`src/soc_pkg.sv`:
```
// SoC shared definitions
`default_nettype none

package soc_pkg;

  ////////////////////////////////////////////////////////////////////
  // Bus geometry
  ////////////////////////////////////////////////////////////////////

  // Byte address, data word and byte enables
  localparam int unsigned ADR_W = 14;
  localparam int unsigned DAT_W = 32;
  localparam int unsigned BEN_W = DAT_W / 8;

  // Memory fills the lower half of the space, 8 KiB of words
  localparam int unsigned MEM_ADR_W = 11;

  // Address bits that split the space
  localparam int unsigned ADR_BIT_PER  = 13;
  localparam int unsigned ADR_BIT_UART = 6;

  ////////////////////////////////////////////////////////////////////
  // Peripherals
  ////////////////////////////////////////////////////////////////////

  localparam int unsigned GPIO_W = 32;

  // Clock cycles per UART bit, kept short for simulation
  localparam int unsigned BAUD_DIV = 8;
  localparam int unsigned BAUD_CW  = $clog2(BAUD_DIV);

  // Vector types with a meaning
  typedef logic [ADR_W-1:0]  adr_t;
  typedef logic [DAT_W-1:0]  dat_t;
  typedef logic [BEN_W-1:0]  ben_t;
  typedef logic [GPIO_W-1:0] gpio_t;

  // GPIO registers, bit 6 clear
  localparam adr_t REG_GPIO_OUT  = 14'h0000;
  localparam adr_t REG_GPIO_ENA  = 14'h0004;
  localparam adr_t REG_GPIO_IN   = 14'h0008;

  // UART registers, bit 6 set
  localparam adr_t REG_UART_TX   = 14'h0040;
  localparam adr_t REG_UART_STAT = 14'h0044;
  localparam adr_t REG_UART_RX   = 14'h0048;

  // Decoder targets
  typedef enum logic [1:0] {
    TGT_MEM,
    TGT_GPIO,
    TGT_UART
  } tgt_sel_t;

  // Transmit FSM
  typedef enum logic [1:0] {
    TX_IDLE,
    TX_START,
    TX_DATA,
    TX_STOP
  } uart_tx_state_t;

endpackage : soc_pkg

`default_nettype wire

```
`src/tcb_gpio.sv`:
```
// GPIO controller
`timescale 1ns/1ps
`default_nettype none

module tcb_gpio
  import soc_pkg::*;
(
  input  logic  clk,
  input  logic  reset,
  input  logic  vld,
  input  logic  wen,
  input  adr_t  adr,
  input  ben_t  ben,
  input  dat_t  wdt,
  output dat_t  rdt,
  output logic  err,
  output logic  rdy,
  // Pins
  output gpio_t gpio_o,
  output gpio_t gpio_e,
  input  gpio_t gpio_i
);

  logic  is_out;
  logic  is_ena;
  logic  is_in;
  gpio_t gpio_s1;
  gpio_t gpio_in;

  // Word offset within the window
  assign is_out = adr[6:2] == REG_GPIO_OUT[6:2];
  assign is_ena = adr[6:2] == REG_GPIO_ENA[6:2];
  assign is_in  = adr[6:2] == REG_GPIO_IN[6:2];

  // Output and enable, byte lanes
  always_ff @(posedge clk) begin
    if (reset) begin
      gpio_o <= '0;
      gpio_e <= '0;
    end else if (vld && wen) begin
      for (int b = 0; b < BEN_W; b++) begin
        if (ben[b] && is_out) gpio_o[8*b +: 8] <= wdt[8*b +: 8];
        if (ben[b] && is_ena) gpio_e[8*b +: 8] <= wdt[8*b +: 8];
      end
    end
  end

  // Two flop synchronizer, second stage is the input register
  always_ff @(posedge clk) begin
    gpio_s1 <= gpio_i;
    gpio_in <= gpio_s1;
  end

  // Read mux, unmapped offsets read zero
  always_ff @(posedge clk) begin
    if (vld && !wen) begin
      if (is_out) rdt <= gpio_o;
      else if (is_ena) rdt <= gpio_e;
      else if (is_in) rdt <= gpio_in;
      else rdt <= '0;
    end
  end

  // Input register is read only
  always_ff @(posedge clk) begin
    if (reset) err <= 1'b0;
    else err <= vld & wen & is_in;
  end

  assign rdy = 1'b1;

endmodule : tcb_gpio

`default_nettype wire

```
`config.mk`:
```
export PLATFORM = sky130hd
export DESIGN_NAME = tcb_gpio
export DESIGN_NICKNAME = d
export VERILOG_FILES = /design/src/soc_pkg.sv /design/src/tcb_gpio.sv
export SDC_FILE = /design/constraint.sdc
export NUM_CORES = 1
export LEC_CHECK = 0
export ABC_AREA = 1
export ABC_CLOCK_PERIOD_IN_PS = 2900
export BUFFER_PORTS_ARGS = -buffer_cell sky130_fd_sc_hd__buf_2
export CORE_AREA = 5 5 119 121
export DETAILED_ROUTE_END_ITERATION = 6
export DIE_AREA = 0 0 124 126
export HOLD_SLACK_MARGIN = 0.08
export PLACE_DENSITY = 0.71
export SYNTH_ARGS = -nofsm -noshare
export SYNTH_HDL_FRONTEND = slang
export SYNTH_SLANG_ARGS = --single-unit
export TNS_END_PERCENT = 30
```
`constraint.sdc`:
```
create_clock -name clk -period 2.9 [get_ports clk]
set_input_delay 0.58 -clock clk [delete_from_list [all_inputs] [get_ports clk]]
set_output_delay 0.58 -clock clk [all_outputs]
set_load 0.1 [all_outputs]
```
# Yosys cells after proc, flatten, opt, wreduce, memory -nomap -nowiden
# Index checks and enable logic that the tools add are counted.
word_totals:
  in_bits: 86
  out_inout_bits: 98
  regBits: 161
classes:
  mux: 3
  eq_ne: 2
  n_bitwise: 2
  n_reduce_logical: 20
ops:
  columns: ["operator", "count"]
  rows:
  - ["$mux W32", 3]
  - ["$reduce_and A2 Y1", 8]
  - ["$logic_and A1 B1 Y1", 10]
  - ["$eq A5 B1 Y1 const B", 1]
  - ["$eq A5 B2 Y1 const B", 1]
  - ["$logic_not A5 Y1", 1]
  - ["$and A1 B1 Y1", 2]
  - ["$logic_not A1 Y1", 1]

# Depth between registers and ports, before layout
logic_depth:
  word_depth: 4
  depth_mapped: 8
  mapped_depth_nobuf: 7

# Worst setup path after synthesis
# Ideal clock, no wire load.
synth_timing:
  path_kind: "input-to-reg"
  startpoint: "input port vld"
  endpoint: "register rdt[0] (enable)"
  setup_ps: 422
  slack_ps: 509
  arrival_time_ps: 1969
  required_time_ps: 2478
  n_path_buf: 0
  cell_stages: 2
  path_cell_list: "inv_1 nor2_1"
synth_via:
  elab_chain_len: 1
synth_lines:
  columns: ["item", "line_no", "source"]
  rows:
  - ["start: declaration", "tcb_gpio.sv:10", "input logic vld,"]
  - ["$logic_and A1 B1 Y1", "tcb_gpio.sv:56", "if (vld && !wen) begin"]
  - ["end signal: assignment", "tcb_gpio.sv:57", "if (is_out) rdt <= gpio_o;"]
  - ["end signal: assignment", "tcb_gpio.sv:58", "else if (is_ena) rdt <= gpio_e;"]
  - ["end signal: assignment", "tcb_gpio.sv:59", "else if (is_in) rdt <= gpio_in;"]
  - ["end: declaration", "tcb_gpio.sv:15", "output dat_t rdt,"]
# Every way passes these cells.
# A chain may end at the register's enable or synchronous reset.

# Worst setup path in the final report
layout_timing:
  startpoint: "register gpio_e[22]"
  endpoint: "output port gpio_e[22]"
layout_rtl:
  columns: ["item", "line_no", "source"]
  rows:
  - ["start: declaration", "tcb_gpio.sv:20", "output gpio_t gpio_e,"]
  - ["start signal: indexed assignment", "tcb_gpio.sv:43", "if (ben[b] && is_ena) gpio_e[8*b +: 8] <= wdt[8*b +: 8];"]
# No word-level cell between the ends.

==> impl_metrics.csv <==
group,metric,value,unit
outcome,outcome,"finished, final reports clean",
yosys,synthFlopType,"dfxtp_1",
critical_path,critPathMaxFanout,3,
critical_path,path_buf_inv,1,
critical_path,arrival,1.24,ns
yosys,synth.area.top_cells,"dfxtp_1, edfxtp_1, nand2_1, nor2_1, nand3_1",
routing,viasPerCell,4.78,
critical_path,cp-startpoint,"gpio_e[22]",
yosys,syn-cell-area,5670,um2
sta,fmaxAchievable,548,MHz
floorplan,start_util,43.7,%
floorplan,rows,42,
yosys,async_flop_share,0,%
clocking,clk_path_buf_depth,2,
routing,antenna_left,0,
cells_and_area,instances_no_fill,1003,
global_routing,grt_pass1_vias,4582,
sta,setup-violations-final,0,
sta,setup_tns,0,ns
global_routing,grt.total_usage,19.3,%
critical_path,startpoint_type,"flop",
placed_design,portBuffers,173,
critical_path,critPathKind,"reg -> out",
yosys,yosys_warnings,0,
routing,wl_per_cell,14.7,um
global_routing,grt_overflow,0,
cells_and_area,final_nets,900,
sta,finalCritPeriodShare,62.9,%
power,finalPower,0.00493,W
yosys,yosys.area.top_type,"dfxtp_1",
global_routing,antenna_found_initial,0,
routing,routed-via-count,4792,
sta,worstMarginPinSlew,0.932,ns
critical_path,cp_slowest_cell,"buf_2",
yosys,synthDistinctLibCells,19,
clocking,post_cts_buffers,0,
floorplan,die_x,124,um
sta,rsz0062_at_grt,"no",
yosys,ys_seq_area_share,62.5,%
global_routing,grt_max_degree,36,
cells_and_area,n_antenna_cell,0,
floorplan,dieArea,15600,um2
clocking,cts.repair.resized,0,
sta,maxSlewViolCount,0,
clocking,holdBufCountCts,0,
critical_path,worstPathCellList,"buf_2",
floorplan,die_y,126,um
yosys,synth_top_area_share,45.6,%
clocking,cts_buffers,17,
yosys,synth_seq_cells,161,
placed_design,post-place-cells,971,
critical_path,worstPathRequired,2.32,ns
yosys,syn_inst,646,
routing,first_iter_violations,327,
cells_and_area,syn2layout_area_growth,28.3,%
yosys,syn-num-nets,732,
placed_design,place_hpwl,9850,um
min_path,min-delay-start,"gpio_i[11]",
sta,skew,0.00717,ns
min_path,whs_path_depth,1,
global_routing,grt_pass1_wl,23200,um
clocking,root_buffer,"clkbuf_16",
clocking,clk_pin_slew,0.06,ns
critical_path,crit_path_max_incr_delay,0.45,ns
power,p_leak,3.36,nW
yosys,synthTopCellsByCount,"nand2_1, nor2_1, dfxtp_1",
yosys,synth-edff-count,32,
critical_path,critPathTopFamily,"buffers and inverters",
routing,wirelength,14800,um
sta,worst_slack,1.08,ns
critical_path,end_kind,"primary output",
routing,remaining_drc_errors,0,
yosys,synth_most_common_cell,"nand2_1",
yosys,avgSynthCellArea,8.77,um2
placed_design,place_congestion,0.778,
clocking,clkSinkCount,161,
sta,min_period,1.82,ns
job,drv_cap,0,
floorplan,design.core.area,13000,um2
power,irDropWorstVdd,453,uV
clocking,insertion_delay,0.42,ns
placed_design,place_area,6700,um2
critical_path,cp_num_cells,1,
power,power.density,678,nW/um2
cells_and_area,design_area,7270,um2
floorplan,pin_count,184,
critical_path,reg2reg_from,"gpio_e[7]",
routing,first_pass_iters,5,
placed_design,dpl_worst_slack,0.921,ns
sta,maxSlewHeadroom,37.7,%
min_path,hold_path.class,"in -> reg",
clocking,cts_tree,"yes",
critical_path,reg2reg_depth,2,
sta,finalHoldViolCount,0,
cells_and_area,drive_gt1_share,27.4,%
clocking,cts_htree_levels,4,
-- layout by cell type, fill, tap and decap left out, drive strengths merged --
cell,Yosys,layout
conb,1,1
clkinvlp,0,3
clkinv,0,4
nor3,1,1
nand2,135,135
bufinv,0,2
nand4,32,32
buf,23,181
clkbuf,9,23
inv,43,43
edfxtp,32,32
dfxtp,129,129
nand3,99,99
nor2,142,142
-- metrics by stage --
stage | hold slack [ns] | utilization [%]
2_1_floorplan | 0.310 | -
3_3_place_gp | 0.310 | 51.6
3_5_place_dp | 0.312 | 51.6
4_1_cts | 0.238 | 56.0
5_1_grt | 0.235 | 56.0
6_report | 0.259 | 56.0
-- state kept, by name, indices dropped and copies added (netlist names) --
name     flops
err          1
gpio_e      32
gpio_in     32
gpio_o      32
gpio_s1     32
rdt         32
-- per-layer routing --
layer | GRT usage, % | part of all wire (%) | wire, um | vias to the layer above
met2 | 30.7 | 48 | 7110 | 162
met1 | 24.3 | 43 | 6320 | 2194
met4 | 7.41 | 1.8 | 263 | 0
met3 | 6.10 | 7.4 | 1100 | 21
li1 | - | - | - | 2415
met5 | 0 | 0 | 0 | -
-- kinds of logic after synthesis --
logic type	Yosys count	synth area share [%]
buffers and inverters	75	5.52
flip-flops	161	62.5
other	1	0.0662
AND/OR/NAND/NOR	409	31.9
-- layout make-up --
| type | count | area [um2] |
|---|---|---|
| fill | 1215 | 5710 |
| clock buffer | 23 | 458 |
| timing repair buffer | 181 | 951 |
| tap | 176 | 220 |
| clock inverter | 9 | 110 |
| multi-input combinational | 410 | 1830 |
| inverter | 43 | 161 |
| sequential | 161 | 3540 |
-- power by group --
| part | internal (W) | switching (W) | leakage [nW] | total (W) |
|---|---|---|---|---|
| registers | 0.00235 | 0.0000175 | 1.35 | 0.00237 |
| clock network | 0.00129 | 0.000860 | 0.267 | 0.00215 |
| logic | 0.0000859 | 0.000324 | 1.75 | 0.000410 |
-- worst paths after layout --
| path | to | slack [ns] |
|---|---|---|
| setup reg to reg | rdt[7] | 2.15 |
| setup / recovery | gpio_e[22] | 1.08 |
| hold / removal | gpio_s1[11] | 0.26 |
| hold reg to reg | gpio_in[23] | 0.32 |
No activity file was read; power rests on OpenSTA's default activity.
