===== config.mk =====
export PLATFORM = sky130hd
export DESIGN_NAME = tcb_dec
export DESIGN_NICKNAME = d
export VERILOG_FILES = /design/src/soc_pkg.sv /design/src/tcb_dec.sv
export SDC_FILE = /design/constraint.sdc
export NUM_CORES = 1
export LEC_CHECK = 0
export ABC_AREA = 1
export BUFFER_PORTS_ARGS = -buffer_cell sky130_fd_sc_hd__buf_2
export CAP_MARGIN = 5
export CORE_AREA = 2 2 74 76
export CTS_CLUSTER_DIAMETER = 40
export CTS_CLUSTER_SIZE = 16
export DETAILED_ROUTE_END_ITERATION = 10
export DIE_AREA = 0 0 76 78
export GPL_ROUTABILITY_DRIVEN = 0
export SKIP_LAST_GASP = 1
export SYNTH_ARGS = -nofsm -noshare
export SYNTH_HDL_FRONTEND = slang
export SYNTH_SLANG_ARGS = --single-unit

===== constraint.sdc =====
create_clock -name clk -period 4.1 [get_ports clk]
set_clock_uncertainty 0.1 [all_clocks]
set_input_delay 0.82 -clock clk [delete_from_list [all_inputs] [get_ports clk]]
set_output_delay 0.82 -clock clk [all_outputs]
set_load 0.02 [all_outputs]

===== src/soc_pkg.sv =====
// SoC shared definitions
`default_nettype none

package soc_pkg;

  ////////////////////////////////////////////////////////////////////
  // Bus geometry
  ////////////////////////////////////////////////////////////////////

  // Byte address, data word and byte enables
  localparam int unsigned ADR_W = 14;
  localparam int unsigned DAT_W = 32;
  localparam int unsigned BEN_W = DAT_W / 8;

  // Memory fills the lower half of the space, 8 KiB of words
  localparam int unsigned MEM_ADR_W = 11;

  // Address bits that split the space
  localparam int unsigned ADR_BIT_PER  = 13;
  localparam int unsigned ADR_BIT_UART = 6;

  ////////////////////////////////////////////////////////////////////
  // Peripherals
  ////////////////////////////////////////////////////////////////////

  localparam int unsigned GPIO_W = 32;

  // Clock cycles per UART bit, kept short for simulation
  localparam int unsigned BAUD_DIV = 8;
  localparam int unsigned BAUD_CW  = $clog2(BAUD_DIV);

  // Vector types with a meaning
  typedef logic [ADR_W-1:0]  adr_t;
  typedef logic [DAT_W-1:0]  dat_t;
  typedef logic [BEN_W-1:0]  ben_t;
  typedef logic [GPIO_W-1:0] gpio_t;

  // GPIO registers, bit 6 clear
  localparam adr_t REG_GPIO_OUT  = 14'h0000;
  localparam adr_t REG_GPIO_ENA  = 14'h0004;
  localparam adr_t REG_GPIO_IN   = 14'h0008;

  // UART registers, bit 6 set
  localparam adr_t REG_UART_TX   = 14'h0040;
  localparam adr_t REG_UART_STAT = 14'h0044;
  localparam adr_t REG_UART_RX   = 14'h0048;

  // Decoder targets
  typedef enum logic [1:0] {
    TGT_MEM,
    TGT_GPIO,
    TGT_UART
  } tgt_sel_t;

  // Transmit FSM
  typedef enum logic [1:0] {
    TX_IDLE,
    TX_START,
    TX_DATA,
    TX_STOP
  } uart_tx_state_t;

endpackage : soc_pkg

`default_nettype wire


===== src/tcb_dec.sv =====
// System bus address decoder
`timescale 1ns/1ps
`default_nettype none

module tcb_dec
  import soc_pkg::*;
(
  input  logic     clk,
  input  logic     reset,
  // Master side
  input  logic     bus_vld,
  input  logic     bus_wen,
  input  adr_t     bus_adr,
  input  ben_t     bus_ben,
  input  dat_t     bus_wdt,
  output dat_t     bus_rdt,
  output logic     bus_err,
  output logic     bus_rdy,
  // Memory target
  output logic     mem_vld,
  input  dat_t     mem_rdt,
  input  logic     mem_err,
  input  logic     mem_rdy,
  // GPIO target
  output logic     gpio_vld,
  input  dat_t     gpio_rdt,
  input  logic     gpio_err,
  input  logic     gpio_rdy,
  // UART target
  output logic     uart_vld,
  input  dat_t     uart_rdt,
  input  logic     uart_err,
  input  logic     uart_rdy
);

  tgt_sel_t tgt;
  tgt_sel_t rsp_sel;
  logic     rsp_vld;
  logic     rsp_rd;
  dat_t     sel_rdt;
  logic     sel_err;

  // Upper half is peripherals, bit 6 splits GPIO from UART
  always_comb begin
    if (!bus_adr[ADR_BIT_PER]) tgt = TGT_MEM;
    else if (!bus_adr[ADR_BIT_UART]) tgt = TGT_GPIO;
    else tgt = TGT_UART;
  end

  // Only the addressed target sees a request
  assign mem_vld  = bus_vld & (tgt == TGT_MEM);
  assign gpio_vld = bus_vld & (tgt == TGT_GPIO);
  assign uart_vld = bus_vld & (tgt == TGT_UART);

  // Handshake follows the current target
  always_comb begin
    case (tgt)
      TGT_GPIO: bus_rdy = gpio_rdy;
      TGT_UART: bus_rdy = uart_rdy;
      default:  bus_rdy = mem_rdy;
    endcase
  end

  // Remember who answers next cycle
  always_ff @(posedge clk) begin
    if (reset) begin
      rsp_sel <= TGT_MEM;
      rsp_vld <= 1'b0;
      rsp_rd  <= 1'b0;
    end else begin
      rsp_vld <= bus_vld & bus_rdy;
      rsp_rd  <= bus_vld & bus_rdy & ~bus_wen;
      if (bus_vld && bus_rdy) rsp_sel <= tgt;
    end
  end

  // Response steering
  always_comb begin
    case (rsp_sel)
      TGT_GPIO: begin
        sel_rdt = gpio_rdt;
        sel_err = gpio_err;
      end
      TGT_UART: begin
        sel_rdt = uart_rdt;
        sel_err = uart_err;
      end
      default: begin
        sel_rdt = mem_rdt;
        sel_err = mem_err;
      end
    endcase
  end

  // Data only after reads, err only in the response cycle
  assign bus_rdt = rsp_rd ? sel_rdt : '0;
  assign bus_err = rsp_vld & sel_err;

  a_one_target: assert property (@(posedge clk) disable iff (reset)
    $onehot0({mem_vld, gpio_vld, uart_vld}));

endmodule : tcb_dec

`default_nettype wire


==> After elaboration in Yosys (flattened, before gate mapping) <==
Cells that the tools add are included.
{ "totals": {"input_bits": 156, "regBits": 4, "output_inout_bits": 37, "wordCells": 22} }
{ "op_classes": {"muxes": 6, "eq_ne": 4, "bitwise": 7, "n_reduce_logical": 2} }
{ "op_table": {"columns": ["op", "count"], "rows": [
  ["$pmux 32 s2", 1],
  ["$mux 32", 1],
  ["$and 1x1->1", 6],
  ["$eq 2x1->1 const B", 2],
  ["$eq 2x2->1 const B", 2],
  ["$mux 2", 2],
  ["$pmux 1 s2", 2],
  ["$logic_not 2->1", 1],
  ["$logic_and 1x1->1", 1],
  ["$not 1->1", 1]
]} }

==> Longest topological paths before layout <==
{ "depth": {"ltp_word": 6, "mapped_depth": 7} }

==> Worst setup path before layout <==
No wires, ideal clock.
{ "synth_timing": {"path_kind": "reg2out", "start": "reg rsp_sel[0]", "end": "out bus_rdt[10]", "slack_ns": 1.757, "arrival_ns": 1.423, "t_required_ns": 3.180, "path_stages_with_launch": 8, "path_buffers": 2, "cell_sequence": "dfxtp_1 inv_1 ha_1 buf_2 inv_2 buf_4 o21ai_1 a21oi_1"} }
{ "synth_via": {"elab_chain_len": 3, "word_cells_on_any_way": 4, "cone_classes": "eq/ne (2); mux (2)"} }
{ "synth_rtl": {"columns": ["item", "line", "text"], "rows": [
  ["from (decl)", "tcb_dec.sv:37", "tgt_sel_t rsp_sel;"],
  ["from (signal assigned)", "tcb_dec.sv:73", "if (bus_vld && bus_rdy) rsp_sel <= tgt;"],
  ["$eq 2x2->1 / $eq 2x1->1 (equally long branches)", "tcb_dec.sv:79", "case (rsp_sel)"],
  ["$pmux 32 s2 *", "tcb_dec.sv:79", null],
  ["$mux 32 *", "tcb_dec.sv:96", "assign bus_rdt = rsp_rd ? sel_rdt : '0;"],
  ["to (decl)", "tcb_dec.sv:16", "output dat_t bus_rdt,"]
]} }
Mark *: on every way between the ends. The rest lies on a longest branch, timed or not.

==> Worst setup path in the final report <==
{ "layout_timing": {"start": "reg rsp_sel[0]", "end": "out bus_rdt[0]"} }
Same word-level chain as after synthesis.

==> results.yml <==
setup_path:
  cp_data_arrival_time_ns: 1.98
  crit_required_ns: 3.18
  startpoint: "rsp_sel[0]"
  path_max_fanout: 17
  start_kind: "flop"
  r2r_slack_ns: 3.41
  worst-setup-path-type: "reg -> out"
  r2r_start: "rsp_sel[1]"
  worstSetupEndpointType: "output pin"
power:
  p_total_uw: 297.3
  p_per_area_nw_per_um2: 171.8
  irDropWorstVdd_mv: 0.1061
  leakagePower_uw: 0.0009627
floorplan:
  rows: 26
  core_area_um2: 5042
  die_x_um: 76
  ios: 193
  fp.dieH_um: 78
  die_area_um2: 5928
  initial_core_util_pct: 18.91
logic_synthesis:
  ys_ff_latch: 4
  seq_area_frac_synth_pct: 8.399
  yosysWarnings: 0
  ys.flop_type: "dfxtp_1"
  ys_types: 16
  synth_xor_area_share_pct: 0
  syn_inst: 183
  yosys.area_share.adder_pct: 2.625
  syn_area_um2: 953.4
  synth_most_common_cell: "a21oi_1"
  yosys.area.top_type: "a21oi_1"
  synthTopCellsByArea: "a21oi_1 36%, o21ai_1 16%, nand2_1 15%"
  synthArstFlopShare_pct: 0
  synth-edff-count: 0
  syn_avg_cell_area_um2: 5.210
  syn_nets: 341
  synth_common_cells: "68 x a21oi_1, 37 x nand2_1, 30 x o21ai_1, 13 x buf_2"
  synth_top_family_by_area: "compound AO/OA/AOI/OAI gates"
  synthSimpleGateAreaFrac_pct: 23.23
  synth.area.mux_share_pct: 0
  synth_compound_area_share_pct: 53.02
  yosysTopAreaCellShare_pct: 35.70
grt:
  grt_overflow_total: 0
  grt_first_pass_wirelength_um: 7217
  antenna_found_initial: 0
  grt_pass1_vias: 1645
  grt_usage_pct: 14.18
  grt_start_max_net_pins: 34
sta:
  finalHoldViolations: 0
  timing.hold.ws_ns: 0.4143
  setup_violations: 0
  fin_ws_ns: 1.203
  slew_headroom_pct: 31.72
  rsz0062_at_grt: "false"
  post-route-period-util_pct: 70.66
  tightest_slew_ns: 1.023
  clock.fmax_mhz: 345.2
  fin_crit_ns: 2.897
  finalSetupTns_ns: 0
  slew_viol_final: 0
clock_tree:
  clk_latency_ns: 0.22
  postCtsHoldBufs: 0
  cts_resized: 0
  clk_path_buf_depth: 2
  numClockSinks: 4
  cts_buffers: 3
  cts.reportedPaths.clkPinSlew_ns: 0.03
  tritoncts: "built"
  post-cts-setup-buffers: 0
  cts.htree.levels: 1
  root_buffer: "clkbuf_8"
worst_hold_path:
  worstHoldStart: "rsp_sel[0]"
  min-delay-path-class: "reg -> reg"
layout:
  fin_nets: 475
  drive_above_1_share_pct: 49.21
  fillers: 569
  fin_cells: 385
  area_growth_pct: 81.50
  diodes: 0
route:
  first_iter_violations: 56
  via_count: 1749
  wire_per_inst_um: 11.32
  viasPerCell: 4.543
  first_pass_iters: 4
  remaining_drc_errors: 0
  drtAntennaViolNets: 0
  routed_wirelength_um: 4359
placement:
  dp.final_hpwl_um: 3249
  port_buffers: 144
  dp_cells: 382
  post-place-ws_ns: 1.433
run_status:
  status: "complete, no violations"
flow_run:
  drv_cap: 0
-- logic make-up (layout without fill, tap and decap cells) --
logic type	count (synthesis)	after routing
buffers and inverters	25	157
DFF	4	4
AOI/OAI and AO/OA	101	101
adders and majority gates	2	2
and+or+nand+nor	51	51
-- registers in the layout, indices dropped and copies added (netlist names) --
| name | flops |
|---|---|
| rsp_sel | 2 |
| rsp_rd | 1 |
| rsp_vld | 1 |
-- cells in the final DEF, fill, tap and decap left out, drive strengths merged --
| cell | count |
|---|---|
| clkbuf | 3 |
| nor2 | 6 |
| o21ai | 33 |
| nand3 | 5 |
| nor3 | 1 |
| nand2 | 39 |
| buf | 147 |
| ha | 2 |
| a21oi | 68 |
| inv | 7 |
| dfxtp | 4 |
-- worst max-delay path: stages (launching register included) --
cell	delay, ns
dfxtp_1	0.31
inv_1	0.06
ha_1	0.60
buf_4	0.35
a21oi_1	0.10
a21oi_1	0.15
buf_2	0.19
-- path summary, 6_finish.rpt --
path | end | cells after the start
worst min-delay path | rsp_sel[0] | 2
worst max register to register | rsp_sel[1] | 2
worst max-delay path | bus_rdt[0] | 6
worst min register to register | rsp_sel[0] | 2
-- per-layer routing --
layer  routed length, um  track usage [%]  share of wire, %
met1                1822            16.28                42
met4                  31            3.273              0.71
met3                 331            2.093               7.6
met2                2172            27.50                50
met5                   0                0                 0
-- per-stage QoR --
stage               cell area, um2  util, %
finish                        1730    34.32
global route                  1730    34.32
CTS                           1730    34.32
detailed placement            1689    33.50
global placement              1689    33.50
floorplan                    953.4        -
-- report_power, final --
group	total [uW]	switching (uW)	internal, uW
logic	171	100	70.2
registers	45.0	3.56	41.4
clock network	81.5	19.1	62.5
total	297	123	174
-- layout make-up --
| type | count | area [um2] | area share, % |
|---|---|---|---|
| multi-input combinational | 154 | 752.0 | 43.46 |
| timing repair buffer | 147 | 743.2 | 42.95 |
| tap | 70 | 87.58 | 5.061 |
| sequential | 4 | 80.08 | 4.628 |
| clock buffer | 3 | 41.29 | 2.386 |
| inverter | 7 | 26.28 | 1.518 |
No activity file was read; power rests on OpenSTA's default activity.
