[src/soc_pkg.sv]
// SoC shared definitions
`default_nettype none

package soc_pkg;

  ////////////////////////////////////////////////////////////////////
  // Bus geometry
  ////////////////////////////////////////////////////////////////////

  // Byte address, data word and byte enables
  localparam int unsigned ADR_W = 14;
  localparam int unsigned DAT_W = 32;
  localparam int unsigned BEN_W = DAT_W / 8;

  // Memory fills the lower half of the space, 8 KiB of words
  localparam int unsigned MEM_ADR_W = 11;

  // Address bits that split the space
  localparam int unsigned ADR_BIT_PER  = 13;
  localparam int unsigned ADR_BIT_UART = 6;

  ////////////////////////////////////////////////////////////////////
  // Peripherals
  ////////////////////////////////////////////////////////////////////

  localparam int unsigned GPIO_W = 32;

  // Clock cycles per UART bit, kept short for simulation
  localparam int unsigned BAUD_DIV = 8;
  localparam int unsigned BAUD_CW  = $clog2(BAUD_DIV);

  // Vector types with a meaning
  typedef logic [ADR_W-1:0]  adr_t;
  typedef logic [DAT_W-1:0]  dat_t;
  typedef logic [BEN_W-1:0]  ben_t;
  typedef logic [GPIO_W-1:0] gpio_t;

  // GPIO registers, bit 6 clear
  localparam adr_t REG_GPIO_OUT  = 14'h0000;
  localparam adr_t REG_GPIO_ENA  = 14'h0004;
  localparam adr_t REG_GPIO_IN   = 14'h0008;

  // UART registers, bit 6 set
  localparam adr_t REG_UART_TX   = 14'h0040;
  localparam adr_t REG_UART_STAT = 14'h0044;
  localparam adr_t REG_UART_RX   = 14'h0048;

  // Decoder targets
  typedef enum logic [1:0] {
    TGT_MEM,
    TGT_GPIO,
    TGT_UART
  } tgt_sel_t;

  // Transmit FSM
  typedef enum logic [1:0] {
    TX_IDLE,
    TX_START,
    TX_DATA,
    TX_STOP
  } uart_tx_state_t;

endpackage : soc_pkg

`default_nettype wire

[src/tcb_uart.sv]
// UART controller
`timescale 1ns/1ps
`default_nettype none

module tcb_uart
  import soc_pkg::*;
(
  input  logic clk,
  input  logic reset,
  input  logic vld,
  input  logic wen,
  input  adr_t adr,
  input  dat_t wdt,
  output dat_t rdt,
  output logic err,
  output logic rdy,
  // Serial line
  output logic uart_txd,
  input  logic uart_rxd
);

  logic                is_tx;
  logic                is_stat;
  logic                is_rx;
  logic                tx_wr;
  logic                rx_rd;
  // Transmitter
  uart_tx_state_t      tx_state;
  logic [BAUD_CW-1:0]  tx_cnt;
  logic [2:0]          tx_bit;
  logic [7:0]          tx_sh;
  logic                tx_busy;
  // Receiver
  logic                rx_s1;
  logic                rx_s2;
  logic                rx_act;
  logic [BAUD_CW-1:0]  rx_cnt;
  logic [3:0]          rx_bit;
  logic [7:0]          rx_sh;
  logic [7:0]          rx_dat;
  logic                rx_vld;

  assign is_tx   = adr[6:2] == REG_UART_TX[6:2];
  assign is_stat = adr[6:2] == REG_UART_STAT[6:2];
  assign is_rx   = adr[6:2] == REG_UART_RX[6:2];
  assign tx_wr   = vld & wen & is_tx;
  assign rx_rd   = vld & ~wen & is_rx;
  assign tx_busy = tx_state != TX_IDLE;

  ////////////////////////////////////////////////////////////////////
  // Transmitter
  ////////////////////////////////////////////////////////////////////

  // Start, 8 bits LSB first, stop; writes while busy are lost
  always_ff @(posedge clk) begin
    if (reset) begin
      tx_state <= TX_IDLE;
      tx_cnt   <= '0;
      tx_bit   <= '0;
      uart_txd <= 1'b1;
    end else begin
      case (tx_state)
        TX_IDLE: if (tx_wr) begin
          tx_sh    <= wdt[7:0];
          tx_cnt   <= '0;
          uart_txd <= 1'b0;
          tx_state <= TX_START;
        end
        TX_START: if (tx_cnt == BAUD_CW'(BAUD_DIV-1)) begin
          tx_cnt   <= '0;
          tx_bit   <= '0;
          uart_txd <= tx_sh[0];
          tx_sh    <= tx_sh >> 1;
          tx_state <= TX_DATA;
        end else tx_cnt <= tx_cnt + 1'b1;
        TX_DATA: if (tx_cnt == BAUD_CW'(BAUD_DIV-1)) begin
          tx_cnt <= '0;
          if (tx_bit == 3'd7) begin
            uart_txd <= 1'b1;
            tx_state <= TX_STOP;
          end else begin
            uart_txd <= tx_sh[0];
            tx_sh    <= tx_sh >> 1;
            tx_bit   <= tx_bit + 1'b1;
          end
        end else tx_cnt <= tx_cnt + 1'b1;
        default: if (tx_cnt == BAUD_CW'(BAUD_DIV-1)) begin
          tx_cnt   <= '0;
          tx_state <= TX_IDLE;
        end else tx_cnt <= tx_cnt + 1'b1;
      endcase
    end
  end

  a_tx_idle_high: assert property (@(posedge clk) disable iff (reset)
    tx_state == TX_IDLE |-> uart_txd);

  ////////////////////////////////////////////////////////////////////
  // Receiver
  ////////////////////////////////////////////////////////////////////

  // Bit 0 is start, 1 to 8 data, 9 stop; samples at mid bit
  always_ff @(posedge clk) begin
    if (reset) begin
      rx_s1  <= 1'b1;
      rx_s2  <= 1'b1;
      rx_act <= 1'b0;
      rx_cnt <= '0;
      rx_bit <= '0;
      rx_vld <= 1'b0;
    end else begin
      rx_s1 <= uart_rxd;
      rx_s2 <= rx_s1;
      if (rx_rd) rx_vld <= 1'b0;
      if (!rx_act) begin
        if (!rx_s2) begin
          rx_act <= 1'b1;
          rx_bit <= '0;
          rx_cnt <= BAUD_CW'(BAUD_DIV/2 - 1);
        end
      end else if (rx_cnt != '0) begin
        rx_cnt <= rx_cnt - 1'b1;
      end else begin
        rx_cnt <= BAUD_CW'(BAUD_DIV-1);
        rx_bit <= rx_bit + 1'b1;
        if (rx_bit == 4'd0) begin
          // Glitch, not a real start bit
          if (rx_s2) rx_act <= 1'b0;
        end else if (rx_bit == 4'd9) begin
          rx_act <= 1'b0;
          if (rx_s2) rx_vld <= 1'b1;
        end
      end
    end
  end

  // Shift and byte capture
  always_ff @(posedge clk) begin
    if (rx_act && rx_cnt == '0) begin
      if (rx_bit >= 4'd1 && rx_bit <= 4'd8) rx_sh <= {rx_s2, rx_sh[7:1]};
      if (rx_bit == 4'd9 && rx_s2) rx_dat <= rx_sh;
    end
  end

  ////////////////////////////////////////////////////////////////////
  // Register access
  ////////////////////////////////////////////////////////////////////

  // TX reads back zero
  always_ff @(posedge clk) begin
    if (vld && !wen) begin
      if (is_stat) rdt <= dat_t'({rx_vld, tx_busy});
      else if (is_rx) rdt <= dat_t'(rx_dat);
      else rdt <= '0;
    end
  end

  // Status and RX are read only
  always_ff @(posedge clk) begin
    if (reset) err <= 1'b0;
    else err <= vld & wen & (is_stat | is_rx);
  end

  assign rdy = 1'b1;

endmodule : tcb_uart

`default_nettype wire

[config.mk]
export PLATFORM = sky130hd
export DESIGN_NAME = tcb_uart
export DESIGN_NICKNAME = d
export VERILOG_FILES = /design/src/soc_pkg.sv /design/src/tcb_uart.sv
export SDC_FILE = /design/constraint.sdc
export NUM_CORES = 1
export LEC_CHECK = 0
export BUFFER_PORTS_ARGS = -buffer_cell sky130_fd_sc_hd__clkbuf_2
export CAP_MARGIN = 20
export CORE_MARGIN = 2
export CORE_UTILIZATION = 49
export CTS_CLUSTER_DIAMETER = 200
export CTS_CLUSTER_SIZE = 40
export DETAILED_ROUTE_END_ITERATION = 7
export PLACE_DENSITY_LB_ADDON = 0.08
export SYNTH_ARGS = -nofsm -noshare
export SYNTH_HDL_FRONTEND = slang
export SYNTH_SLANG_ARGS = --single-unit
[constraint.sdc]
create_clock -name clk -period 3.45 [get_ports clk]
set_input_delay 0.69 -clock clk [delete_from_list [all_inputs] [get_ports clk]]
set_output_delay 0.69 -clock clk [all_outputs]
set_load 0.005 [all_outputs]
## Word-level counts from Yosys, hierarchy flattened

Index checks and enable logic that the tools add are counted.

- Register bits after elaboration: 77
- Latch bits: 0
- RAM bits: 0
- Bits in read-only memories: 0
- Bits of input ports: 51
- Output and inout port bits: 35
- Word-level logic and storage cells: 110
- Memories: 0

- Add/subtract/negate cells: 4
- Multipliers: 0
- Divide/modulo/power cells: 0
- $lt $le $gt $ge: 2
- Equal/unequal tests: 15
- Shift-type cells: 0
- Mux-type cells: 42
- Bitwise logic cells: 9
- Reductions and logical operators: 21

Operators by type and width:

| cell | number |
|---|---|
| $mux W8 | 4 |
| $mux W3 | 9 |
| $pmux W8 S3 | 1 |
| $eq A5 B5 Y1 const B | 3 |
| $mux W1 | 15 |
| $mux W2 | 7 |
| $mux W4 | 3 |
| $ne A2 B2 Y1 const B | 6 |
| $reduce_and A4 Y1 | 2 |
| $add A3 B1 Y3 const B | 2 |
| $eq A3 B3 Y1 const B | 2 |
| $pmux W2 S3 | 1 |
| $pmux W3 S2 | 1 |
| $reduce_and A2 Y1 | 3 |
| $reduce_and A6 Y1 | 1 |
| $reduce_bool A2 Y1 | 3 |
| $reduce_bool A3 Y1 | 2 |
| $and A1 B1 Y1 | 5 |
| $reduce_and A5 Y1 | 1 |
| $add A4 B1 Y4 const B | 1 |
| $eq A4 B4 Y1 const B | 1 |
| $ge A4 B1 Y1 const B | 1 |
| $le A4 B4 Y1 const B | 1 |
| $logic_and A1 B1 Y1 | 4 |
| other kinds (12) | 14 |

## Logic depth before layout (Yosys ltp)

Gate-level depths: netlist of the first run.

- Word-level depth: 9
- Gate-level depth with buffers: 7
- Gate-level depth less buffers: 6

## Least setup slack after synthesis of the first run

No wires, ideal clock.

- Kind: in2reg
- Start: in adr[3]
- End: reg tx_sh[0], enable pin
- Setup time: 385 ps
- Data arrival time: 2311 ps
- Data required time: 3065 ps
- Setup slack: 754 ps
- Stages on the path: 4
- Buffers on the path: 0
- Cells stage by stage: nor4b_4 > a41oi_4 > or3_1 > nor3b_1

- Longest elaborated chain between the ends: 4

RTL lines:

| element | RTL line | source |
|---|---|---|
| from (decl) | tcb_uart.sv:12 | `input adr_t adr,` |
| $eq A5 B5 Y1 | tcb_uart.sv:43 | `assign is_tx = adr[6:2] == REG_UART_TX[6:2];` |
| $and A1 B1 Y1 | tcb_uart.sv:46 | `assign tx_wr = vld & wen & is_tx;` |
| $ne A2 B2 Y1 (no line) | - |  |
| $reduce_and A6 Y1 (no line) | - |  |
| to (signal assigned) | tcb_uart.sv:64 | `tx_sh <= wdt[7:0];` |
| to (signal assigned) | tcb_uart.sv:73 | `tx_sh <= tx_sh >> 1;` |
| to (signal assigned) | tcb_uart.sv:83 | `tx_sh <= tx_sh >> 1;` |
| to (decl) | tcb_uart.sv:31 | `logic [7:0] tx_sh;` |

No other way between the ends.
A chain may end at the register's enable or synchronous reset.

## Worst setup path after layout of the first run

Same ends and word-level chain as after synthesis.

==> flow_summary.ini, run 1 <==
[layout]
drive_gt1_share_pct = 20.25
final_common_cell = edfxtp_1
finalNetCount = 300
num_antenna_cells = 0
fin_util_pct = 55.97
stdcell_area_mm2 = 0.002679
layout_common_cells = 32 x edfxtp_1, 27 x clkbuf_2, 25 x conb_1
fillers = 408
stdcell_count = 304
synthToLayoutAreaGrowth_pct = 8.957

[detailed_routing]
vias = 1512
via_per_inst = 4.974
detail_route.iter0.violations = 58
drcViolationCount = 0
drt-total-wl_um = 3667
first_pass_iters = 4
ant_nets = 0
wl_per_cell_um = 12.06

[global_routing]
grt_pass1_wl_um = 5975
grt_use_met3_pct = 4.418
antenna_found_initial = 0
grt_use_met2_pct = 23.59
grt_util_all_layers_pct = 14.29
gr-usage-met1_pct = 17.51
grt_max_degree = 23
grt_pass1_vias = 1372
grt_overflow = 0
grt.busiest_layer = met2

[die]
core-area_mm2 = 0.004786
initial_core_util_pct = 51.37
die_h_um = 74.84
die-width_um = 74.84
ios = 86
die-area_mm2 = 0.005600
placementRows = 25

[synth]
netlist_area_mm2 = 0.002459
synth.distinct_cells = 42
synth-seq-area-share_pct = 56.18
synth-edff-count = 32
ys_warn_count = 0
synth_ff_type = edfxtp_1
synthArstFlopShare_pct = 0
syn_inst = 207
yosys.area.top_type = edfxtp_1
avgSynthCellArea_um2 = 11.88
synth.top_cell.area_share_pct = 39.08
synth-seq-cells = 53
ys_top_cells_by_area = edfxtp_1 39%, dfxtp_1 17%, buf_4 7.6%

[power_and_ir_drop]
powerDensity_mw_per_mm2 = 541.0
p_sw_share_pct = 25.93
pwr-share-clk_pct = 27.5
peakVddDrop_uv = 261.0
leakage_nw = 1.073
power_switching_uw = 375.8
comb_power_share_pct = 21.1
pwr-share-seq_pct = 51.4
p_int_mw = 1.073
finalPower_mw = 1.449

[clocking]
cts_max_level = 2
post-cts-setup-buffer-count = 0
cts_buffers = 5
cts-root-buf = clkbuf_8
cts.sinks = 53
cts.repair.resized = 0
clk_pin_slew_ns = 0.09
cts_tree = yes
clock_latency_ns = 0.29
clock_path_buffers = 2
cts_hold_buf = 0

[timing]
max-slew-margin-rel_pct = 51.41
period_needed_ns = 2.258
setup_tns_ns = 0
worst_pin_slew_ns = 0.7274
rsz0062_at_grt = no
fin_ws_ns = 1.192
fin_crit_sh_pct = 65.45
timing.hold.ws_ns = 0.4197
setup_viol = 0
finalMaxSlewViolations = 0
fin_worst_skew_ns = 0.003061
finalHoldViolations = 0
fmax_ghz = 0.4428

[worst_setup_path]
arrival_ns = 2.27
criticalPathCategory = input pin to flop
cp_max_fo = 8
crit_required_ns = 3.46
startpoint_type = input pin
setup.worst_path.start = adr[3]
end_kind = flop
regToRegStartpoint = tx_state[0]

[place]
port_buffers = 27
pre_cts_ws_ns = 0.8784
placed_area_mm2 = 0.002572
gp_congestion = 0.7924
dp_hpwl_um = 2707
place_inst = 296

[status]
status = finished clean

[min_path]
min_path_type = flop to flop
hold_start = rx_s1

[run]
drv_cap = 0
## final timing paths
path	to	slack, ns	cells after the start
min	rx_s2	0.42	1
min reg2reg	rx_s2	0.42	1
max reg2reg	tx_state[0]	1.32	6
max	tx_sh[0]	1.19	6
## cell families after synthesis
group / after synthesis / share of synthesized area [%]
buffers and inverters: 40 / 9.924
other: 2 / 0.3055
and+or+nand+nor: 59 / 13.18
DFF: 53 / 56.18
AOI/OAI and AO/OA: 29 / 9.059
xor gates and xnor gates: 2 / 0.7126
muxes: 9 / 4.021
adders and majority gates: 13 / 6.616
## layer usage
metal / up-vias / routed length, um
met3: 2 / 178
li1: 734 / -
met1: 724 / 1666
met5: - / 0
met4: 0 / 21
met2: 52 / 1801
## worst max-delay path, cell delays in order
cell      delay [ns]
clkbuf_2        0.11
nor4b_4         0.39
a41oi_4         0.22
or3_1           0.43
nor3b_1         0.21
buf_4           0.21
## flip-flops by register name, indices dropped and copies added, names as in the netlist
name,flops
err,1
rx_cnt,3
rx_sh,8
rx_dat,8
tx_bit,3
rx_s1,1
rx_act,1
tx_cnt,3
uart_txd,1
rx_s2,1
tx_state,2
rdt,8
tx_sh,8
rx_vld,1
rx_bit,4
## cells in the mapped netlist (all sizes together) (3+ instances only)
cell / number
a211oi: 3
buf: 25
clkbuf: 5
and2: 6
a22oi: 4
mux2: 7
nor2b: 4
nor2: 21
ha: 13
dfxtp: 21
edfxtp: 32
inv: 10
a21oi: 5
nand2: 9
o21ai: 6
## cell type report
class | instances | area, um^2 | area share, %
Clock buffer | 6 | 72.57 | 2.709
Clock inverter | 2 | 33.78 | 1.261
Sequential cell | 53 | 1381 | 51.56
Inverter | 10 | 37.54 | 1.401
Timing Repair Buffer | 29 | 150.1 | 5.605
Multi-Input combinational cell | 137 | 919.6 | 34.33
Tap cell | 67 | 83.83 | 3.129
## power by group through the flow
stage	clock, mW	combinational, mW	sequential (mW)
4_1_cts	0.416	0.308	0.744
5_1_grt	0.443	0.343	0.749
2_1_floorplan	0	0.255	0.751
3_5_place_dp	0	0.306	0.758
6_report	0.398	0.306	0.744
3_3_place_gp	0	0.289	0.755
Note: power is estimated with default switching activity, not from simulation.
==> inputs of run 2 (changes only) <==
--- a/config.mk
+++ b/config.mk
@@ -8,7 +8,7 @@
 export BUFFER_PORTS_ARGS = -buffer_cell sky130_fd_sc_hd__clkbuf_2
 export CAP_MARGIN = 20
 export CORE_MARGIN = 2
-export CORE_UTILIZATION = 49
+export CORE_UTILIZATION = 45
 export CTS_CLUSTER_DIAMETER = 200
 export CTS_CLUSTER_SIZE = 40
 export DETAILED_ROUTE_END_ITERATION = 7
==> constraint.sdc (replaced) <==
create_clock -name clk -period 2 [get_ports clk]
set_input_delay 0.4 -clock clk [delete_from_list [all_inputs] [get_ports clk]]
set_output_delay 0.4 -clock clk [all_outputs]
set_load 0.005 [all_outputs]
==> flow_summary.ini, run 2 (synthesis gave the netlist of run 1 again) <==
[clocking]
cts_tree = yes
cts-root-buf = clkbuf_8
cts_buffers = 5
cts_hold_buf = 0
clock_latency_ns = 0.31
cts_max_level = 2
cts.sinks = 53
clock_path_buffers = 2
clk_pin_slew_ns = 0.10

[worst_setup_path]
path_cells = buf_4 > ha_1 > o21ba_2 > or3_4 > or4_4 > a21oi_2
crit_required_ns = 2.25
cp_max_fo = 4
cpPeakStageDelay_ns = 0.49
arrival_ns = 2.19
criticalPathCategory = flop to flop
end_kind = flop
startpoint_type = flop
critPathSlowestCell = or4_4

[layout]
finalNetCount = 310
drive_gt1_share_pct = 29.15
final_common_cell = edfxtp_1
num_antenna_cells = 0
synthToLayoutAreaGrowth_pct = 13.89
layout_common_cells = 32 x edfxtp_1, 27 x clkbuf_2, 25 x conb_1

[global_routing]
grt_pass1_vias = 1371
grt_pass1_wl_um = 6210
grt_max_degree = 18
antenna_found_initial = 0
grt_util_all_layers_pct = 12.99
grt_overflow = 0

[detailed_routing]
drcViolationCount = 0
wl_per_cell_um = 11.40
ant_nets = 0
first_pass_iters = 4
vias = 1490
detail_route.iter0.violations = 55
via_per_inst = 4.700
drt-total-wl_um = 3614

[place]
port_buffers = 27
dp_hpwl_um = 2687
gp_congestion = 0.8067

[die]
die_h_um = 77.92
placementRows = 26
die-area_mm2 = 0.006071
core-area_mm2 = 0.005205
die-width_um = 77.92
initial_core_util_pct = 47.24
ios = 86

[timing]
period_needed_ns = 1.941
fin_worst_skew_ns = 0.009632
finalMaxSlewViolations = 0
fmax_ghz = 0.5152
setup_viol = 0
timing.hold.ws_ns = 0.2767
finalHoldViolations = 0
fin_crit_sh_pct = 97.05
rsz0062_at_grt = no

[power_and_ir_drop]
powerDensity_mw_per_mm2 = 912.7
leakage_nw = 1.114
finalPower_mw = 2.556
peakVddDrop_uv = 432.3

[min_path]
min_path_type = input pin to flop

[run]
drv_cap = 0

[status]
status = finished clean
run 2: cell count changes in the layout (fill, tap and decap cells not counted), sizes merged:
cell,change
bufinv,-1
clkinvlp,+1
inv,+1
buf,+10
clkbuf,-1
run 2: routing by layer:
layer  part of all wire, %  wire length [um]  vias up  GRT usage, %
li1                      -                 -      751             -
met1                    45              1627      681         15.47
met2                    48              1724       54         22.07
met3                   6.3               227        4         4.070
met4                  0.94                34        0         4.737
met5                     0                 0        -             0
run 2: metrics by stage:
step	setup TNS [ns]	cell area, um^2	worst slack (ns)	cells	utilization (%)
2_1_floorplan	-0.3198	2561	-0.03998	230	-
3_3_place_gp	-0.9476	2673	-0.1187	308	51.35
3_5_place_dp	-1.161	2673	-0.1426	308	51.35
4_1_cts	0	2765	0.01279	316	53.13
5_1_grt	0	2800	0.005896	317	53.80
6_report	0	2800	0.05897	317	53.80
run 2: final cells by class:
| class | count | area, um^2 |
|---|---|---|
| clock buffer | 5 | 68.82 |
| clock inverter | 3 | 21.27 |
| fill | 479 | 2405 |
| inverter | 10 | 37.54 |
| multi-input combinational | 137 | 960.9 |
| sequential | 53 | 1386 |
| tap | 70 | 87.58 |
| timing repair buffer | 39 | 237.7 |
run 2: repair_timing:
item,CTS,global route
gates cloned,0,0
resized for setup,2,9
buffers inserted,0,1
pin swaps,0,2
setup endpoints to repair,9,9
run 2: worst paths after layout:
kind	from	to	slack, ns	cells after the start
setup / recovery	tx_state[0]	tx_state[0]	0.06	6
hold / removal	uart_rxd	rx_s1	0.28	2
setup reg to reg	tx_state[0]	tx_state[0]	0.06	6
hold reg to reg	rx_s1	rx_s2	0.43	1
run 2: report_power, final:
part	switching (mW)	leakage (nW)	internal [mW]
Combinational	0.322	0.604	0.349
Clock	0.353	0.0445	0.249
Sequential	0.0362	0.465	1.25
Total	0.711	1.11	1.84
run 2: critical path: cells and delay by family (launching register included):
kind            cells  cell delay, ns
flops               1            0.34
buf+inv             1            0.13
simple gates        2            0.87
compound gates      2            0.34
fa+ha+maj           1            0.20
==> inputs of run 3 (changes only) <==
--- a/config.mk
+++ b/config.mk
@@ -12,7 +12,7 @@
 export CTS_CLUSTER_DIAMETER = 200
 export CTS_CLUSTER_SIZE = 40
 export DETAILED_ROUTE_END_ITERATION = 7
-export PLACE_DENSITY_LB_ADDON = 0.08
+export PLACE_DENSITY = 0.81
 export SYNTH_ARGS = -nofsm -noshare
 export SYNTH_HDL_FRONTEND = slang
 export SYNTH_SLANG_ARGS = --single-unit
==> flow_summary.ini, run 3 (synthesis gave the netlist of run 1 again) <==
[die]
die_h_um = 77.92
placementRows = 26
die-area_mm2 = 0.006071
ios = 86
die-width_um = 77.92
initial_core_util_pct = 47.24
core-area_mm2 = 0.005205

[clocking]
cts_max_level = 2
clock_path_buffers = 2
clk_pin_slew_ns = 0.09
cts.sinks = 53
post-cts-setup-buffer-count = 0
clock_latency_ns = 0.30
cts_hold_buf = 0
cts_tree = yes
cts_buffers = 5
cts.repair.resized = 0
cts-root-buf = clkbuf_8

[layout]
multiInputGateArea_um2 = 948.4
drive_gt1_share_pct = 27.94
fillers = 468
layout_common_cells = 32 x edfxtp_1, 27 x clkbuf_2, 25 x conb_1
final_common_cell = edfxtp_1
area.sequential_mm2 = 0.001384
synthToLayoutAreaGrowth_pct = 13.43
num_antenna_cells = 0
finalNetCount = 310

[worst_setup_path]
path_cells = buf_4 > ha_1 > o21ba_2 > or3_4 > or4_4 > a21oi_2
crit_required_ns = 2.24
rr_worst_depth = 6
startpoint_type = flop
cp_num_cells = 6
cp_max_fo = 4
critPathSlowestCell = or4_4
critical-path-top-delay-family = simple AND/OR/NAND/NOR gates
cpPeakStageDelay_ns = 0.49
end_kind = flop
criticalPathCategory = flop to flop
arrival_ns = 2.20
regToRegStartpoint = tx_state[0]
setup.worst_path.start = tx_state[0]
path_buf_inv = 1

[status]
status = finished clean

[min_path]
min_path_type = input pin to flop
hold_depth = 2
hold_start = uart_rxd

[detailed_routing]
vias = 1520
drcViolationCount = 0
first_pass_iters = 4
detail_route.iter0.violations = 63
via_per_inst = 4.795
drt-total-wl_um = 3603
ant_nets = 0
wl_per_cell_um = 11.37

[global_routing]
grt_pass1_vias = 1387
antenna_found_initial = 0
grt_pass1_wl_um = 5982
grt_util_all_layers_pct = 12.30
grt_overflow = 0
grt_max_degree = 19

[run]
drv_cap = 0

[power_and_ir_drop]
powerDensity_mw_per_mm2 = 930.7
leakage_nw = 1.116
peakVddDrop_uv = 364.5

[place]
gp_congestion = 0.8168
dp_hpwl_um = 2759
port_buffers = 27

[timing]
fmax_ghz = 0.5127
fin_worst_skew_ns = 0.005489
setup_tns_ns = 0
rsz0062_at_grt = no
finalHoldViolations = 0
finalMaxSlewViolations = 0
timing.hold.ws_ns = 0.2730
setup_viol = 0
period_needed_ns = 1.951
fin_crit_sh_pct = 97.53
## run 3: cell count changes in the layout (fill, tap and decap cells not counted)
cell      previous run  this run
dfxtp_2              4         2
ha_4                 1         0
clkinv_2             1         0
clkinv_4             0         1
ha_1                10        11
dfxtp_1             17        19
## run 3: metal layers
layer,share of wire (%),global-route usage (%)
met5,0,0
met4,1.8,5.789
met3,4.8,2.558
met2,49,20.78
met1,44,15.03
## run 3: worst paths after layout
kind	slack, ns	endpoint
setup reg to reg	0.05	tx_state[0]
hold reg to reg	0.42	rx_s2
setup / recovery	0.05	tx_state[0]
hold / removal	0.27	rx_s1
## run 3: where the power goes
part | total, mW | internal [mW] | switching [mW]
combinational | 0.709 | 0.373 | 0.336
clock | 0.609 | 0.253 | 0.356
sequential | 1.28 | 1.24 | 0.0321
total | 2.60 | 1.87 | 0.724
## run 3: final cells by class
| type | instances | share of cell area (%) |
|---|---|---|
| Sequential cell | 53 | 49.62 |
| Multi-Input combinational cell | 137 | 34.01 |
| Timing Repair Buffer | 39 | 8.524 |
| Tap cell | 70 | 3.140 |
| Clock buffer | 5 | 2.467 |
| Inverter | 10 | 1.346 |
| Clock inverter | 3 | 0.8973 |
## run 3: through the flow
stage                     total power, mW  utilization, %  instance area, um^2  setup slack [ns]  std cells
after global routing                2.732           53.58                 2789          0.001692        317
final                               2.596           53.58                 2789           0.04940        317
after detailed placement            1.990           51.49                 2680           -0.1259        309
after CTS                           2.601           53.29                 2774          0.002328        317
after floorplan                     1.760               -                 2561          -0.03998        230
after global placement              1.960           51.49                 2680          -0.09960        309
## run 3: worst register-to-register path, stage by stage, from the launching register on
cell and delay, ns:
dfxtp_1 0.32, buf_4 0.13, ha_1 0.20, o21ba_2 0.22, or3_4 0.39, or4_4 0.49
a21oi_2 0.13
